## src/rtl/uce_config.svh

```systemverilog
`ifndef UCE_CONFIG_SVH
`define UCE_CONFIG_SVH

// physical address and payload sizes
`define UCE_PADDR_WIDTH 24
`define UCE_BLOCK_WIDTH 128
`define UCE_DWORD_WIDTH 64

// cache geometry
`define UCE_SETS  16
`define UCE_ASSOC 2

// outstanding memory transactions allowed at once
`define UCE_MEM_CREDITS 4

// derived widths
`define UCE_INDEX_WIDTH ($clog2(`UCE_SETS))
`define UCE_WAY_WIDTH ($clog2(`UCE_ASSOC))
`define UCE_BLOCK_OFFSET_WIDTH ($clog2(`UCE_BLOCK_WIDTH / 8))
`define UCE_TAG_WIDTH \
  (`UCE_PADDR_WIDTH - `UCE_INDEX_WIDTH - `UCE_BLOCK_OFFSET_WIDTH)

`endif

```

## src/rtl/uce_pkg.sv

```systemverilog
`default_nettype none

`include "uce_config.svh"

package uce_pkg;

  typedef enum logic [1:0]
  {
    e_miss_load,
    e_miss_store,
    e_uc_load,
    e_uc_store
  } uce_req_type_e;

  // size is log2 of the byte count
  typedef struct packed
  {
    uce_req_type_e                msg_type;
    logic [`UCE_PADDR_WIDTH-1:0]  addr;
    logic [2:0]                   size;
    logic [`UCE_DWORD_WIDTH-1:0]  data;
    logic [`UCE_WAY_WIDTH-1:0]    repl_way;
    logic                         dirty;
  } uce_cache_req_s;

  typedef enum logic [1:0]
  {
    e_mem_rd,
    e_mem_wr,
    e_mem_uc_rd,
    e_mem_uc_wr
  } uce_mem_type_e;

  // same layout for commands and responses
  typedef struct packed
  {
    uce_mem_type_e                msg_type;
    logic [`UCE_PADDR_WIDTH-1:0]  addr;
    logic [2:0]                   size;
    logic [`UCE_WAY_WIDTH-1:0]    way_id;
    logic [`UCE_BLOCK_WIDTH-1:0]  data;
  } uce_mem_msg_s;

  typedef enum logic
  {
    e_tag_read,
    e_tag_set_tag
  } uce_tag_op_e;

  typedef struct packed
  {
    uce_tag_op_e                  opcode;
    logic [`UCE_INDEX_WIDTH-1:0]  index;
    logic [`UCE_WAY_WIDTH-1:0]    way_id;
    logic [`UCE_TAG_WIDTH-1:0]    tag;
  } uce_tag_mem_pkt_s;

  typedef enum logic [1:0]
  {
    e_data_read,
    e_data_write,
    e_data_uncached
  } uce_data_op_e;

  typedef struct packed
  {
    uce_data_op_e                 opcode;
    logic [`UCE_INDEX_WIDTH-1:0]  index;
    logic [`UCE_WAY_WIDTH-1:0]    way_id;
    logic [`UCE_BLOCK_WIDTH-1:0]  data;
  } uce_data_mem_pkt_s;

  // clears the dirty bit of one line
  typedef struct packed
  {
    logic [`UCE_INDEX_WIDTH-1:0]  index;
    logic [`UCE_WAY_WIDTH-1:0]    way_id;
  } uce_stat_mem_pkt_s;

  typedef logic [$clog2(`UCE_MEM_CREDITS + 1)-1:0] uce_credit_t;

endpackage

`default_nettype wire

```

## src/rtl/uce_credit_tracker.sv

```systemverilog
`default_nettype none

`include "uce_config.svh"

module uce_credit_tracker
  (
    input  logic clk_i,
    input  logic reset_i,

    input  logic cmd_sent_i,
    input  logic resp_retired_i,

    output logic credit_avail_o,
    output logic credits_full_o,
    output logic credits_empty_o
  );

  uce_pkg::uce_credit_t count_r;

  // send and retire in one cycle cancel out
  always_ff @(posedge clk_i)
  begin
    if (reset_i)
    begin
      count_r <= '0;
    end
    else if (cmd_sent_i & ~resp_retired_i)
    begin
      count_r <= count_r + 1'b1;
    end
    else if (~cmd_sent_i & resp_retired_i)
    begin
      count_r <= count_r - 1'b1;
    end
  end

  assign credits_full_o  = (count_r == uce_pkg::uce_credit_t'(`UCE_MEM_CREDITS));
  assign credits_empty_o = (count_r == '0);
  assign credit_avail_o  = ~credits_full_o;

  a_no_overflow: assert property (@(posedge clk_i) disable iff (reset_i)
    credits_full_o |-> !cmd_sent_i);

  a_no_underflow: assert property (@(posedge clk_i) disable iff (reset_i)
    credits_empty_o |-> !resp_retired_i);

endmodule

`default_nettype wire

```

## src/rtl/uce_fill_write.sv

```systemverilog
`default_nettype none

`include "uce_config.svh"

module uce_fill_write
  (
    input  logic                          clk_i,
    input  logic                          reset_i,

    input  uce_pkg::uce_mem_msg_s         mem_resp_i,
    input  logic                          mem_resp_v_i,
    output logic                          mem_resp_yumi_o,

    output uce_pkg::uce_tag_mem_pkt_s     tag_pkt_o,
    output logic                          tag_pkt_v_o,
    input  logic                          tag_pkt_yumi_i,
    output uce_pkg::uce_data_mem_pkt_s    data_pkt_o,
    output logic                          data_pkt_v_o,
    input  logic                          data_pkt_yumi_i,

    output logic                          fill_done_o
  );

  logic is_rd;
  logic is_uc_rd;
  logic is_store;
  logic tag_done_r;
  logic data_done_r;
  logic tag_ok;
  logic data_ok;
  logic load_retire;

  assign is_rd    = mem_resp_v_i & (mem_resp_i.msg_type == uce_pkg::e_mem_rd);
  assign is_uc_rd = mem_resp_v_i & (mem_resp_i.msg_type == uce_pkg::e_mem_uc_rd);
  assign is_store = mem_resp_v_i & ((mem_resp_i.msg_type == uce_pkg::e_mem_wr)
                                    | (mem_resp_i.msg_type == uce_pkg::e_mem_uc_wr));

  always_comb
  begin
    tag_pkt_o        = '0;
    tag_pkt_o.opcode = uce_pkg::e_tag_set_tag;
    tag_pkt_o.index  = mem_resp_i.addr[`UCE_BLOCK_OFFSET_WIDTH +: `UCE_INDEX_WIDTH];
    tag_pkt_o.way_id = mem_resp_i.way_id;
    tag_pkt_o.tag    = mem_resp_i.addr[`UCE_PADDR_WIDTH-1 -: `UCE_TAG_WIDTH];

    data_pkt_o = '0;
    if (is_uc_rd)
    begin
      // low dword copied into every slot of the block
      data_pkt_o.opcode = uce_pkg::e_data_uncached;
      data_pkt_o.data   = {(`UCE_BLOCK_WIDTH / `UCE_DWORD_WIDTH)
                           {mem_resp_i.data[`UCE_DWORD_WIDTH-1:0]}};
    end
    else
    begin
      data_pkt_o.opcode = uce_pkg::e_data_write;
      data_pkt_o.index  = tag_pkt_o.index;
      data_pkt_o.way_id = mem_resp_i.way_id;
      data_pkt_o.data   = mem_resp_i.data;
    end
  end

  assign tag_pkt_v_o  = is_rd & ~tag_done_r;
  assign data_pkt_v_o = (is_rd | is_uc_rd) & ~data_done_r;

  assign tag_ok  = tag_done_r | tag_pkt_yumi_i;
  assign data_ok = data_done_r | data_pkt_yumi_i;

  assign fill_done_o     = is_rd & tag_ok & data_ok;
  assign load_retire     = fill_done_o | (is_uc_rd & data_ok);
  assign mem_resp_yumi_o = is_store | load_retire;

  // remembers which packets the cache has already taken
  always_ff @(posedge clk_i)
  begin
    if (reset_i | load_retire)
    begin
      tag_done_r  <= 1'b0;
      data_done_r <= 1'b0;
    end
    else
    begin
      tag_done_r  <= tag_done_r | (tag_pkt_v_o & tag_pkt_yumi_i);
      data_done_r <= data_done_r | (data_pkt_v_o & data_pkt_yumi_i);
    end
  end

  a_tag_stable: assert property (@(posedge clk_i) disable iff (reset_i)
    tag_pkt_v_o && !tag_pkt_yumi_i |=> tag_pkt_v_o && $stable(tag_pkt_o));

  a_data_stable: assert property (@(posedge clk_i) disable iff (reset_i)
    data_pkt_v_o && !data_pkt_yumi_i |=> data_pkt_v_o && $stable(data_pkt_o));

endmodule

`default_nettype wire

```

## src/rtl/uce_cmd_issue.sv

```systemverilog
`default_nettype none

`include "uce_config.svh"

module uce_cmd_issue
  (
    input  logic                              clk_i,
    input  logic                              reset_i,

    input  uce_pkg::uce_cache_req_s           cache_req_i,
    input  logic                              cache_req_v_i,
    output logic                              cache_req_ready_o,
    output logic                              cache_req_complete_o,

    input  logic                              credit_avail_i,
    input  logic                              credits_full_i,
    output logic                              cmd_sent_o,

    output uce_pkg::uce_mem_msg_s             mem_cmd_o,
    output logic                              mem_cmd_v_o,

    output uce_pkg::uce_tag_mem_pkt_s         evict_tag_pkt_o,
    output uce_pkg::uce_data_mem_pkt_s        evict_data_pkt_o,
    output uce_pkg::uce_stat_mem_pkt_s        evict_stat_pkt_o,
    // bit 0 tag, bit 1 data, bit 2 stat
    output logic [2:0]                        evict_v_o,
    input  logic                              tag_pkt_yumi_i,
    input  logic                              data_pkt_yumi_i,
    input  logic                              stat_pkt_yumi_i,
    input  logic [`UCE_TAG_WIDTH-1:0]         tag_mem_i,
    input  logic [`UCE_BLOCK_WIDTH-1:0]       data_mem_i,

    input  logic                              fill_done_i,
    input  logic                              uc_data_yumi_i
  );

  localparam logic [2:0] block_size_lp = 3'(`UCE_BLOCK_OFFSET_WIDTH);

  typedef enum logic [2:0]
  {
    e_ready,
    e_evict,
    e_send_read,
    e_wait_fill,
    e_wb_uc
  } state_e;

  state_e                          state_r;
  state_e                          state_n;
  uce_pkg::uce_cache_req_s         req_r;
  logic [2:0]                      evict_done_r;
  logic [2:0]                      evict_accept;
  logic                            tag_rd_r;
  logic                            data_rd_r;
  logic [`UCE_TAG_WIDTH-1:0]       victim_tag_r;
  logic [`UCE_BLOCK_WIDTH-1:0]     victim_data_r;
  logic [`UCE_INDEX_WIDTH-1:0]     req_index;
  logic                            req_uc_load;
  logic                            accept;

  assign req_index   = req_r.addr[`UCE_BLOCK_OFFSET_WIDTH +: `UCE_INDEX_WIDTH];
  assign req_uc_load = (req_r.msg_type == uce_pkg::e_uc_load);

  assign cache_req_ready_o = (state_r == e_ready) & ~credits_full_i;
  assign accept            = cache_req_v_i & cache_req_ready_o;

  // victim read and dirty clear, each channel drops once taken
  assign evict_v_o    = (state_r == e_evict) ? ~evict_done_r : 3'b000;
  assign evict_accept = evict_v_o & {stat_pkt_yumi_i, data_pkt_yumi_i, tag_pkt_yumi_i};

  always_comb
  begin
    evict_tag_pkt_o        = '0;
    evict_tag_pkt_o.opcode = uce_pkg::e_tag_read;
    evict_tag_pkt_o.index  = req_index;
    evict_tag_pkt_o.way_id = req_r.repl_way;

    evict_data_pkt_o        = '0;
    evict_data_pkt_o.opcode = uce_pkg::e_data_read;
    evict_data_pkt_o.index  = req_index;
    evict_data_pkt_o.way_id = req_r.repl_way;

    evict_stat_pkt_o.index  = req_index;
    evict_stat_pkt_o.way_id = req_r.repl_way;
  end

  always_comb
  begin
    state_n              = state_r;
    mem_cmd_o            = '0;
    mem_cmd_v_o          = 1'b0;
    cache_req_complete_o = 1'b0;

    case (state_r)
      e_ready:
      begin
        if (accept)
        begin
          if (cache_req_i.msg_type == uce_pkg::e_uc_store)
          begin
            // goes straight out, no completion
            mem_cmd_o.msg_type = uce_pkg::e_mem_uc_wr;
            mem_cmd_o.addr     = cache_req_i.addr;
            mem_cmd_o.size     = cache_req_i.size;
            mem_cmd_o.data     = `UCE_BLOCK_WIDTH'(cache_req_i.data);
            mem_cmd_v_o        = credit_avail_i;
          end
          else if (cache_req_i.msg_type != uce_pkg::e_uc_load && cache_req_i.dirty)
          begin
            state_n = e_evict;
          end
          else
          begin
            state_n = e_send_read;
          end
        end
      end
      e_evict:
      begin
        if ((evict_done_r | evict_accept) == 3'b111)
        begin
          state_n = e_send_read;
        end
      end
      e_send_read:
      begin
        if (req_uc_load)
        begin
          mem_cmd_o.msg_type = uce_pkg::e_mem_uc_rd;
          mem_cmd_o.addr     = req_r.addr;
          mem_cmd_o.size     = req_r.size;
        end
        else
        begin
          mem_cmd_o.msg_type = uce_pkg::e_mem_rd;
          mem_cmd_o.addr     = {req_r.addr[`UCE_PADDR_WIDTH-1:`UCE_BLOCK_OFFSET_WIDTH],
                                {`UCE_BLOCK_OFFSET_WIDTH{1'b0}}};
          mem_cmd_o.size     = block_size_lp;
          mem_cmd_o.way_id   = req_r.repl_way;
        end
        mem_cmd_v_o = credit_avail_i;
        if (credit_avail_i)
        begin
          state_n = req_uc_load ? e_wb_uc : e_wait_fill;
        end
      end
      e_wait_fill:
      begin
        if (fill_done_i)
        begin
          cache_req_complete_o = ~req_r.dirty;
          state_n              = req_r.dirty ? e_wb_uc : e_ready;
        end
      end
      e_wb_uc:
      begin
        if (req_uc_load)
        begin
          // uncached data handed over by the fill writer
          cache_req_complete_o = uc_data_yumi_i;
          if (uc_data_yumi_i)
          begin
            state_n = e_ready;
          end
        end
        else
        begin
          mem_cmd_o.msg_type   = uce_pkg::e_mem_wr;
          mem_cmd_o.addr       = {victim_tag_r, req_index, {`UCE_BLOCK_OFFSET_WIDTH{1'b0}}};
          mem_cmd_o.size       = block_size_lp;
          mem_cmd_o.way_id     = req_r.repl_way;
          mem_cmd_o.data       = victim_data_r;
          mem_cmd_v_o          = credit_avail_i;
          cache_req_complete_o = credit_avail_i;
          if (credit_avail_i)
          begin
            state_n = e_ready;
          end
        end
      end
      default:
      begin
        state_n = e_ready;
      end
    endcase
  end

  assign cmd_sent_o = mem_cmd_v_o;

  always_ff @(posedge clk_i)
  begin
    if (reset_i)
    begin
      state_r      <= e_ready;
      evict_done_r <= 3'b000;
      tag_rd_r     <= 1'b0;
      data_rd_r    <= 1'b0;
    end
    else
    begin
      state_r      <= state_n;
      evict_done_r <= (state_n == e_evict) ? (evict_done_r | evict_accept) : 3'b000;
      tag_rd_r     <= evict_accept[0];
      data_rd_r    <= evict_accept[1];
    end
  end

  // read results show up one cycle after the yumi
  always_ff @(posedge clk_i)
  begin
    if (accept)
    begin
      req_r <= cache_req_i;
    end
    if (tag_rd_r)
    begin
      victim_tag_r <= tag_mem_i;
    end
    if (data_rd_r)
    begin
      victim_data_r <= data_mem_i;
    end
  end

endmodule

`default_nettype wire

```

## src/rtl/uce_top.sv

```systemverilog
`default_nettype none

`include "uce_config.svh"

module uce_top
  (
    input  logic                              clk_i,
    input  logic                              reset_i,

    input  uce_pkg::uce_cache_req_s           cache_req_i,
    input  logic                              cache_req_v_i,
    output logic                              cache_req_ready_o,
    output logic                              cache_req_complete_o,

    output uce_pkg::uce_tag_mem_pkt_s         tag_mem_pkt_o,
    output logic                              tag_mem_pkt_v_o,
    input  logic                              tag_mem_pkt_yumi_i,
    input  logic [`UCE_TAG_WIDTH-1:0]         tag_mem_i,

    output uce_pkg::uce_data_mem_pkt_s        data_mem_pkt_o,
    output logic                              data_mem_pkt_v_o,
    input  logic                              data_mem_pkt_yumi_i,
    input  logic [`UCE_BLOCK_WIDTH-1:0]       data_mem_i,

    output uce_pkg::uce_stat_mem_pkt_s        stat_mem_pkt_o,
    output logic                              stat_mem_pkt_v_o,
    input  logic                              stat_mem_pkt_yumi_i,

    output logic                              credits_full_o,
    output logic                              credits_empty_o,

    output uce_pkg::uce_mem_msg_s             mem_cmd_o,
    output logic                              mem_cmd_v_o,

    input  uce_pkg::uce_mem_msg_s             mem_resp_i,
    input  logic                              mem_resp_v_i,
    output logic                              mem_resp_yumi_o
  );

  uce_pkg::uce_tag_mem_pkt_s   evict_tag_pkt;
  uce_pkg::uce_data_mem_pkt_s  evict_data_pkt;
  uce_pkg::uce_tag_mem_pkt_s   fill_tag_pkt;
  uce_pkg::uce_data_mem_pkt_s  fill_data_pkt;
  logic [2:0]                  evict_v;
  logic                        fill_tag_v;
  logic                        fill_data_v;
  logic                        fill_tag_yumi;
  logic                        fill_data_yumi;
  logic                        uc_data_yumi;
  logic                        cmd_sent;
  logic                        fill_done;
  logic                        credit_avail;

  uce_cmd_issue issue
    (
      .clk_i                (clk_i),
      .reset_i              (reset_i),
      .cache_req_i          (cache_req_i),
      .cache_req_v_i        (cache_req_v_i),
      .cache_req_ready_o    (cache_req_ready_o),
      .cache_req_complete_o (cache_req_complete_o),
      .credit_avail_i       (credit_avail),
      .credits_full_i       (credits_full_o),
      .cmd_sent_o           (cmd_sent),
      .mem_cmd_o            (mem_cmd_o),
      .mem_cmd_v_o          (mem_cmd_v_o),
      .evict_tag_pkt_o      (evict_tag_pkt),
      .evict_data_pkt_o     (evict_data_pkt),
      .evict_stat_pkt_o     (stat_mem_pkt_o),
      .evict_v_o            (evict_v),
      .tag_pkt_yumi_i       (tag_mem_pkt_yumi_i),
      .data_pkt_yumi_i      (data_mem_pkt_yumi_i),
      .stat_pkt_yumi_i      (stat_mem_pkt_yumi_i),
      .tag_mem_i            (tag_mem_i),
      .data_mem_i           (data_mem_i),
      .fill_done_i          (fill_done),
      .uc_data_yumi_i       (uc_data_yumi)
    );

  uce_fill_write fill
    (
      .clk_i           (clk_i),
      .reset_i         (reset_i),
      .mem_resp_i      (mem_resp_i),
      .mem_resp_v_i    (mem_resp_v_i),
      .mem_resp_yumi_o (mem_resp_yumi_o),
      .tag_pkt_o       (fill_tag_pkt),
      .tag_pkt_v_o     (fill_tag_v),
      .tag_pkt_yumi_i  (fill_tag_yumi),
      .data_pkt_o      (fill_data_pkt),
      .data_pkt_v_o    (fill_data_v),
      .data_pkt_yumi_i (fill_data_yumi),
      .fill_done_o     (fill_done)
    );

  uce_credit_tracker credits
    (
      .clk_i           (clk_i),
      .reset_i         (reset_i),
      .cmd_sent_i      (cmd_sent),
      .resp_retired_i  (mem_resp_yumi_o),
      .credit_avail_o  (credit_avail),
      .credits_full_o  (credits_full_o),
      .credits_empty_o (credits_empty_o)
    );

  // evict traffic wins each channel over fill traffic
  assign tag_mem_pkt_o    = evict_v[0] ? evict_tag_pkt : fill_tag_pkt;
  assign tag_mem_pkt_v_o  = evict_v[0] | fill_tag_v;
  assign data_mem_pkt_o   = evict_v[1] ? evict_data_pkt : fill_data_pkt;
  assign data_mem_pkt_v_o = evict_v[1] | fill_data_v;
  assign stat_mem_pkt_v_o = evict_v[2];

  assign fill_tag_yumi  = tag_mem_pkt_yumi_i & ~evict_v[0];
  assign fill_data_yumi = data_mem_pkt_yumi_i & ~evict_v[1];
  assign uc_data_yumi   = fill_data_yumi & (fill_data_pkt.opcode == uce_pkg::e_data_uncached);

endmodule

`default_nettype wire

```

## config.mk

```make
export PLATFORM = sky130hd
export DESIGN_NAME = uce_top
export DESIGN_NICKNAME = d
export VERILOG_FILES = /design/src/rtl/uce_pkg.sv /design/src/rtl/uce_credit_tracker.sv /design/src/rtl/uce_fill_write.sv /design/src/rtl/uce_cmd_issue.sv /design/src/rtl/uce_top.sv
export VERILOG_INCLUDE_DIRS = /design/src /design/src/rtl
export SDC_FILE = /design/constraint.sdc
export NUM_CORES = 1
export LEC_CHECK = 0
export BUFFER_PORTS_ARGS = -buffer_cell sky130_fd_sc_hd__buf_2
export CAP_MARGIN = 30
export CORE_AREA = 2 2 285 287
export CTS_BUF_LIST = sky130_fd_sc_hd__clkbuf_16
export DETAILED_ROUTE_END_ITERATION = 7
export DIE_AREA = 0 0 287 289
export PLACE_DENSITY = 0.33
export SYNTH_ARGS = -nofsm -noshare
export SYNTH_HDL_FRONTEND = slang
export SYNTH_HIERARCHICAL = 1
export SYNTH_SLANG_ARGS = --single-unit
```

## constraint.sdc

```tcl
create_clock -name clk_i -period 5.9 [get_ports clk_i]
set_input_delay 1.18 -clock clk_i [delete_from_list [all_inputs] [get_ports clk_i]]
set_output_delay 1.18 -clock clk_i [all_outputs]
set_load 0.02 [all_outputs]
```

After elaboration in Yosys (flattened, before gate mapping)
Index checks and enable logic that the tools add are counted.
{"block": "totals", "reg_bits": 188, "latch_bits": 0, "mem_bits_rw": 0, "mem_bits_ro": 0, "in_bits": 404, "out_inout_bits": 329, "elab_cells": 113, "mem_count": 0}
{"block": "classes", "add_sub_neg": 2, "n_mul": 0, "div": 0, "magnitude_cmp": 0, "eq_ne": 14, "shifts": 0, "mux": 37, "bitwise_logic": 40, "reduce_logical": 6}
{"op": "2-to-1 mux 128 bit", "count": 2}
{"op": "one-hot mux 128 bit (2 select lines)", "count": 1}
{"op": "2-to-1 mux 157 bit", "count": 1}
{"op": "2-to-1 mux 135 bit", "count": 1}
{"op": "2-to-1 mux 29 bit", "count": 3}
{"op": "one-hot mux 29 bit (3 select lines)", "count": 1}
{"op": "2-to-1 mux 64 bit", "count": 1}
{"op": "2-to-1 mux 3 bit", "count": 13}
{"op": "2-to-1 mux 22 bit", "count": 1}
{"op": "AND 1 bit", "count": 17}
{"op": "one-hot mux 3 bit (5 select lines)", "count": 1}
{"op": "bitwise OR 1 bit", "count": 11}
{"op": "equality test 2 bit (second input constant)", "count": 5}
{"op": "equality test 3 bit (second input constant)", "count": 3}
{"op": "inverter 1 bit", "count": 9}
{"op": "equality test 3 x 1 -> 1 bit (second input constant)", "count": 2}
{"op": "equality test 3 x 2 -> 1 bit (second input constant)", "count": 2}
{"op": "logical NOT 3 bit", "count": 2}
{"op": "2-to-1 mux 1 bit", "count": 6}
{"op": "2-to-1 mux 5 bit", "count": 1}
{"op": "2-to-1 mux 2 bit", "count": 2}
{"op": "one-hot mux 1 bit (2 select lines)", "count": 2}
{"op": "adder 3 x 1 -> 3 bit (second input constant)", "count": 1}
{"op": "AND 3 bit", "count": 1}
{"op": "10 further kinds", "count": 10}

Logic depth before layout (Yosys ltp)
{"block": "depth", "word_depth": 12, "ltp_mapped": 15, "depth_no_buf": 13}

Cells and area by module
Netlist, hierarchy kept.
{"mod": "uce_cmd_issue", "instances": 1, "cells_per_inst": 626, "area_each_um2": 8583.2, "seq_area_each_um2": 5415.2}
{"mod": "uce_top", "instances": 1, "cells_per_inst": 180, "area_each_um2": 1980.6, "seq_area_each_um2": 0.0}
{"mod": "uce_fill_write", "instances": 1, "cells_per_inst": 183, "area_each_um2": 1938.1, "seq_area_each_um2": 40.0}
{"mod": "uce_credit_tracker", "instances": 1, "cells_per_inst": 19, "area_each_um2": 167.7, "seq_area_each_um2": 60.1}

Least setup slack after synthesis
Ideal clock, no wire load.
{"block": "synth_path", "kind": "input-to-output", "startpoint": "input mem_resp_i[156] (netlist name)", "endpoint": "output cache_req_complete_o", "arrival_ns": 2.498, "slack_ns": 2.222, "cell_stages": 8, "path_cell_list": "nand3b_1 -> buf_6 -> buf_6 -> inv_1 -> buf_4 -> nor4bb_1 -> mux2i_1 -> o22ai_1"}
{"item": "start: declaration", "line": "uce_top.sv:35", "source": "input uce_pkg::uce_mem_msg_s mem_resp_i,"}
{"item": "end: declaration", "line": "uce_top.sv:13", "source": "output logic cache_req_complete_o,"}

Worst setup path in the final report
{"block": "layout_path", "startpoint": "register issue.state_r[2]", "endpoint": "output cache_req_complete_o"}
{"block": "layout_between", "elab_chain_cells": 9}
{"item": "start: declaration", "line": "uce_cmd_issue.sv:48", "source": "state_e state_r;"}
{"item": "start signal: assignment", "line": "uce_cmd_issue.sv:194", "source": "state_r <= e_ready;"}
{"item": "start signal: assignment", "line": "uce_cmd_issue.sv:201", "source": "state_r <= state_n;"}
{"item": "equality test 3 x 1 -> 1 bit", "line": "uce_cmd_issue.sv:68", "source": "assign evict_v_o = (state_r == e_evict) ? ~evict_done_r : 3'b000;"}
{"item": "2-to-1 mux 3 bit", "line": "uce_cmd_issue.sv:68"}
{"item": "via evict_v[0]", "line": "uce_top.sv:44", "source": "logic [2:0] evict_v;"}
{"item": "inverter 1 bit", "line": "uce_top.sv:114", "source": "assign fill_tag_yumi = tag_mem_pkt_yumi_i & ~evict_v[0];"}
{"item": "AND 1 bit", "line": "uce_top.sv:114"}
{"item": "via fill_tag_yumi", "line": "uce_top.sv:47", "source": "logic fill_tag_yumi;"}
{"item": "bitwise OR 1 bit", "line": "uce_fill_write.sv:66", "source": "assign tag_ok = tag_done_r | tag_pkt_yumi_i;"}
{"item": "AND 1 bit (2 in a row)", "line": "uce_fill_write.sv:69", "source": "assign fill_done_o = is_rd & tag_ok & data_ok;"}
{"item": "via fill_done", "line": "uce_top.sv:51", "source": "logic fill_done;"}
{"item": "2-to-1 mux 1 bit", "line": "uce_cmd_issue.sv:149", "source": "if (fill_done_i)"}
{"item": "one-hot mux 1 bit (2 select lines)", "line": "uce_cmd_issue.sv:94", "source": "case (state_r)"}
The timed path passes the listed nets, and every way through them passes these cells.

==> impl_metrics.py <==
metrics = {
    "finish": {
        "design_area_sq_mm": 0.01662,
        "fillCellCount": 8908,
        "drive_gt1_frac": 0.6252,
        "area_growth_pct": 31.18,
        "instances_no_fill": 2686,
        "nets": 2015,
    },
    "clock_network": {
        "cts_tree": "done",
        "clockBufferDepth": 2,
        "insertion_delay_ps": 500,
        "postCtsSetupRepairBufs": 0,
        "htree_levels": 4,
        "hold_buffers": 0,
        "cts.sinks": 188,
        "cts_inserted_buffers": 17,
        "cts_root_buffer": "clkbuf_16",
        "clk_pin_slew_ps": 100,
        "cts_resized": 0,
    },
    "routing": {
        "drt-pass1-iter-count": 4,
        "wire_per_inst_um": 17.64,
        "route.vias.total": 9429,
        "dr.first_iter.drc_count": 244,
        "wl_um": 47390,
        "drc": 0,
        "routed_via_density": 3.510,
        "ant_nets": 0,
    },
    "die": {
        "rows": 104,
        "die_w_um": 287,
        "io_pins": 733,
        "initial_core_util": 0.1586,
        "dieArea_sq_mm": 0.08294,
        "fp.dieH_um": 289,
        "core_sq_mm": 0.07990,
    },
    "synthesis": {
        "yosysWarnings": 6,
        "synthTopCellsByCount": "buf_4, edfxtp_1, mux2_2, a22o_1, and2_1",
        "netlist.area_leader.share": 0.4148,
        "yosysUniqueCellTypes": 54,
        "ys_seq_area_frac": 0.4353,
        "synth_edf_count": 175,
        "netlist_area_sq_mm": 0.01267,
        "yosys-top-cells-area": "edfxtp_1, buf_4, mux2_2",
        "avgSynthCellArea_sq_um": 12.57,
        "ys_seq_elements": 188,
        "synth_top_area_cell": "edfxtp_1",
        "ys.flop_type": "edfxtp_1",
        "async_reset_ff_frac": 0,
        "synthCells": 1008,
        "yosysMostFrequentCell": "buf_4",
    },
    "placed_design": {
        "portBuffers": 725,
        "place_inst": 2650,
        "hpwl_um": 38500,
        "gp_congestion": 0.7777,
        "place_area_sq_mm": 0.01594,
    },
    "timing": {
        "slew-limit-headroom": 0.3361,
        "drv_slew": 0,
        "finClkSkew_ps": 36.86,
        "hold_viol": 0,
        "finalSetupViolCount": 0,
        "finalCritPeriodShare": 0.7571,
        "grt_setup_unrepaired": "false",
        "worst_pin_slew_ps": 993.6,
        "fin_setup_tns_ps": 0,
        "finalCriticalPeriod_ps": 4467,
        "fmax_mhz": 223.9,
    },
    "critical_path": {
        "cp_data_required_time_ps": 4720,
        "crit_arrival_ps": 3290,
        "rr_startpoint": "issue/state_r[0]$_SDFF_PP0_",
        "worst-r2r-cell-count": 12,
        "crit_chain": "or3b_1 -> nor2_4 -> nor2b_1 -> nor2_1 -> nor4_1 -> nand4b_1 -> o22ai_1 -> buf_2",
        "worst_r2r_endpoint": "credits/count_r[2]$_SDFFE_PP0P_",
        "path_buf_inv": 1,
        "cp-end-kind": "primary output",
        "cp_slowest_cell": "dfxtp_1",
        "crit_family": "simple AND/OR/NAND/NOR gates",
        "worst_setup_path_start_kind": "flip-flop",
        "cpPeakStageDelay_ps": 620,
        "crit_type": "flip-flop to primary output",
        "reg2reg_slack_ps": 2020,
        "crit_fanout": 24,
    },
    "grt": {
        "grtUsageTotal": 0.1077,
        "grt_pass1_vias": 9513,
        "antenna_found_initial": 15,
        "gr-total-overflow": 0,
        "grt_pass1_wl_um": 64830,
        "grt_max_degree": 129,
    },
    "outcome": {
        "status": "completed",
    },
    "worst_hold_path": {
        "holdPathEnd": "credits/count_r[2]$_SDFFE_PP0P_",
        "holdPathStages": 2,
        "hold_path_startpoint": "credits/count_r[2]$_SDFFE_PP0P_",
        "hold_path.class": "flip-flop to flip-flop",
    },
    "pwr": {
        "ir_drop_mv": 0.2178,
        "p_leak_nw": 7.748,
        "powerDensity_mw_per_mm2": 300.3,
    },
    "run": {
        "cap_viol_max_count": 0,
    },
}
-- registers in the layout (all words and copies together) (netlist names), 3 cells and up --
signal                  flops
issue/evict_data_pkt_o      5
credits/count_r             3
issue/state_r               3
issue/victim_data_r       128
issue/req_r                26
issue/evict_done_r          3
issue/victim_tag_r         16
-- power breakdown --
group	internal [W]	total (W)	switching, W
Combinational	0.000785	0.00197	0.00118
Sequential	0.00160	0.00168	0.0000790
Clock	0.000621	0.00134	0.000720
-- final cells by class --
| class | instances | area (sq um) | share of cell area |
|---|---|---|---|
| clock buffer | 17 | 425.4 | 0.02560 |
| clock inverter | 15 | 244.0 | 0.01468 |
| timing repair buffer | 743 | 3814 | 0.2295 |
| inverter | 7 | 26.28 | 0.001581 |
| tap | 1060 | 1326 | 0.07980 |
| antenna | 4 | 10.01 | 0.0006023 |
| multi-input combinational | 652 | 5255 | 0.3162 |
| sequential | 188 | 5519 | 0.3321 |
-- worst reg2reg max path, delay by kind of cell (launching register included) --
| kind | cells | cell delay [ps] |
|---|---|---|
| adder cells (fa/ha/maj) | 2 | 550 |
| flip-flops | 1 | 580 |
| AO/OA/AOI/OAI | 3 | 680 |
| AND/OR/NAND/NOR | 4 | 1740 |
| buffers and inverters | 2 | 120 |
| XOR/XNOR | 1 | 150 |
-- per-layer routing --
metal	share of wire	track usage
met5	0.0027	0
met3	0.093	0.04039
met2	0.54	0.2078
met4	0.0073	0.02656
met1	0.35	0.1080
-- through the flow --
step           setup slack (ps)    util  hold slack, ps  power [W]
2_1_floorplan              2222       -           444.5   0.003155
3_3_place_gp               1853  0.1995           497.3   0.003728
3_5_place_dp               1813  0.1995           499.6   0.003725
4_1_cts                    1327  0.2079           523.9   0.005124
5_1_grt                    1186  0.2079           542.9   0.005267
6_report                   1433  0.2080           526.0   0.004992
-- layout by cell type, fill, tap and decap left out, types with 4 or more instances in the layout --
cell       Yosys  routed
inv_16         0       4
a22o_1        74      74
a21oi_1        9       9
buf_4        251      14
nor3_1         6       6
dfxtp_1       13      12
conb_1         2     148
inv_1          7       7
mux2_2       158     158
and2_1        70      69
nand2_1       38      38
mux2_4        63      63
a22oi_1       16      16
nor2_1        15      13
inv_12         0       7
buf_2         18     725
nor2b_1        4       4
edfxtp_1     175     175
buf_12         6       4
diode_2        0       4
clkbuf_16      0      17
-- worst max path at each step --
| stage | startpoint | endpoint | slack (ps) | cells past startpoint |
|---|---|---|---|---|
| floorplan | mem_resp_i[156] | cache_req_complete_o | 2220 | 8 |
| global placement | mem_resp_i[157] | data_mem_pkt_o[67] | 1850 | 6 |
| detailed placement | mem_resp_i[157] | data_mem_pkt_o[67] | 1810 | 6 |
| CTS | credits/count_r[0]$_SDFFE_PP0P_ | mem_cmd_o[131] | 1330 | 9 |
| global route | credits/count_r[0]$_SDFFE_PP0P_ | mem_cmd_o[6] | 1190 | 8 |
| finish | issue/state_r[2]$_SDFF_PP0_ | cache_req_complete_o | 1430 | 8 |
-- logic make-up (layout without fill, tap and decap cells) --
logic type      Yosys count  after routing  share of synthesized area
compound gates          115            115                    0.07407
xor+xnor                  2              2                   0.001383
fa+ha+maj                 2              2                   0.002568
buf+inv                 314            782                     0.1946
flops                   188            188                     0.4353
mux                     223            223                     0.2167
other cells               2            152                  0.0005928
simple gates            162            162                    0.07476
No activity file was read; power rests on OpenSTA's default activity.
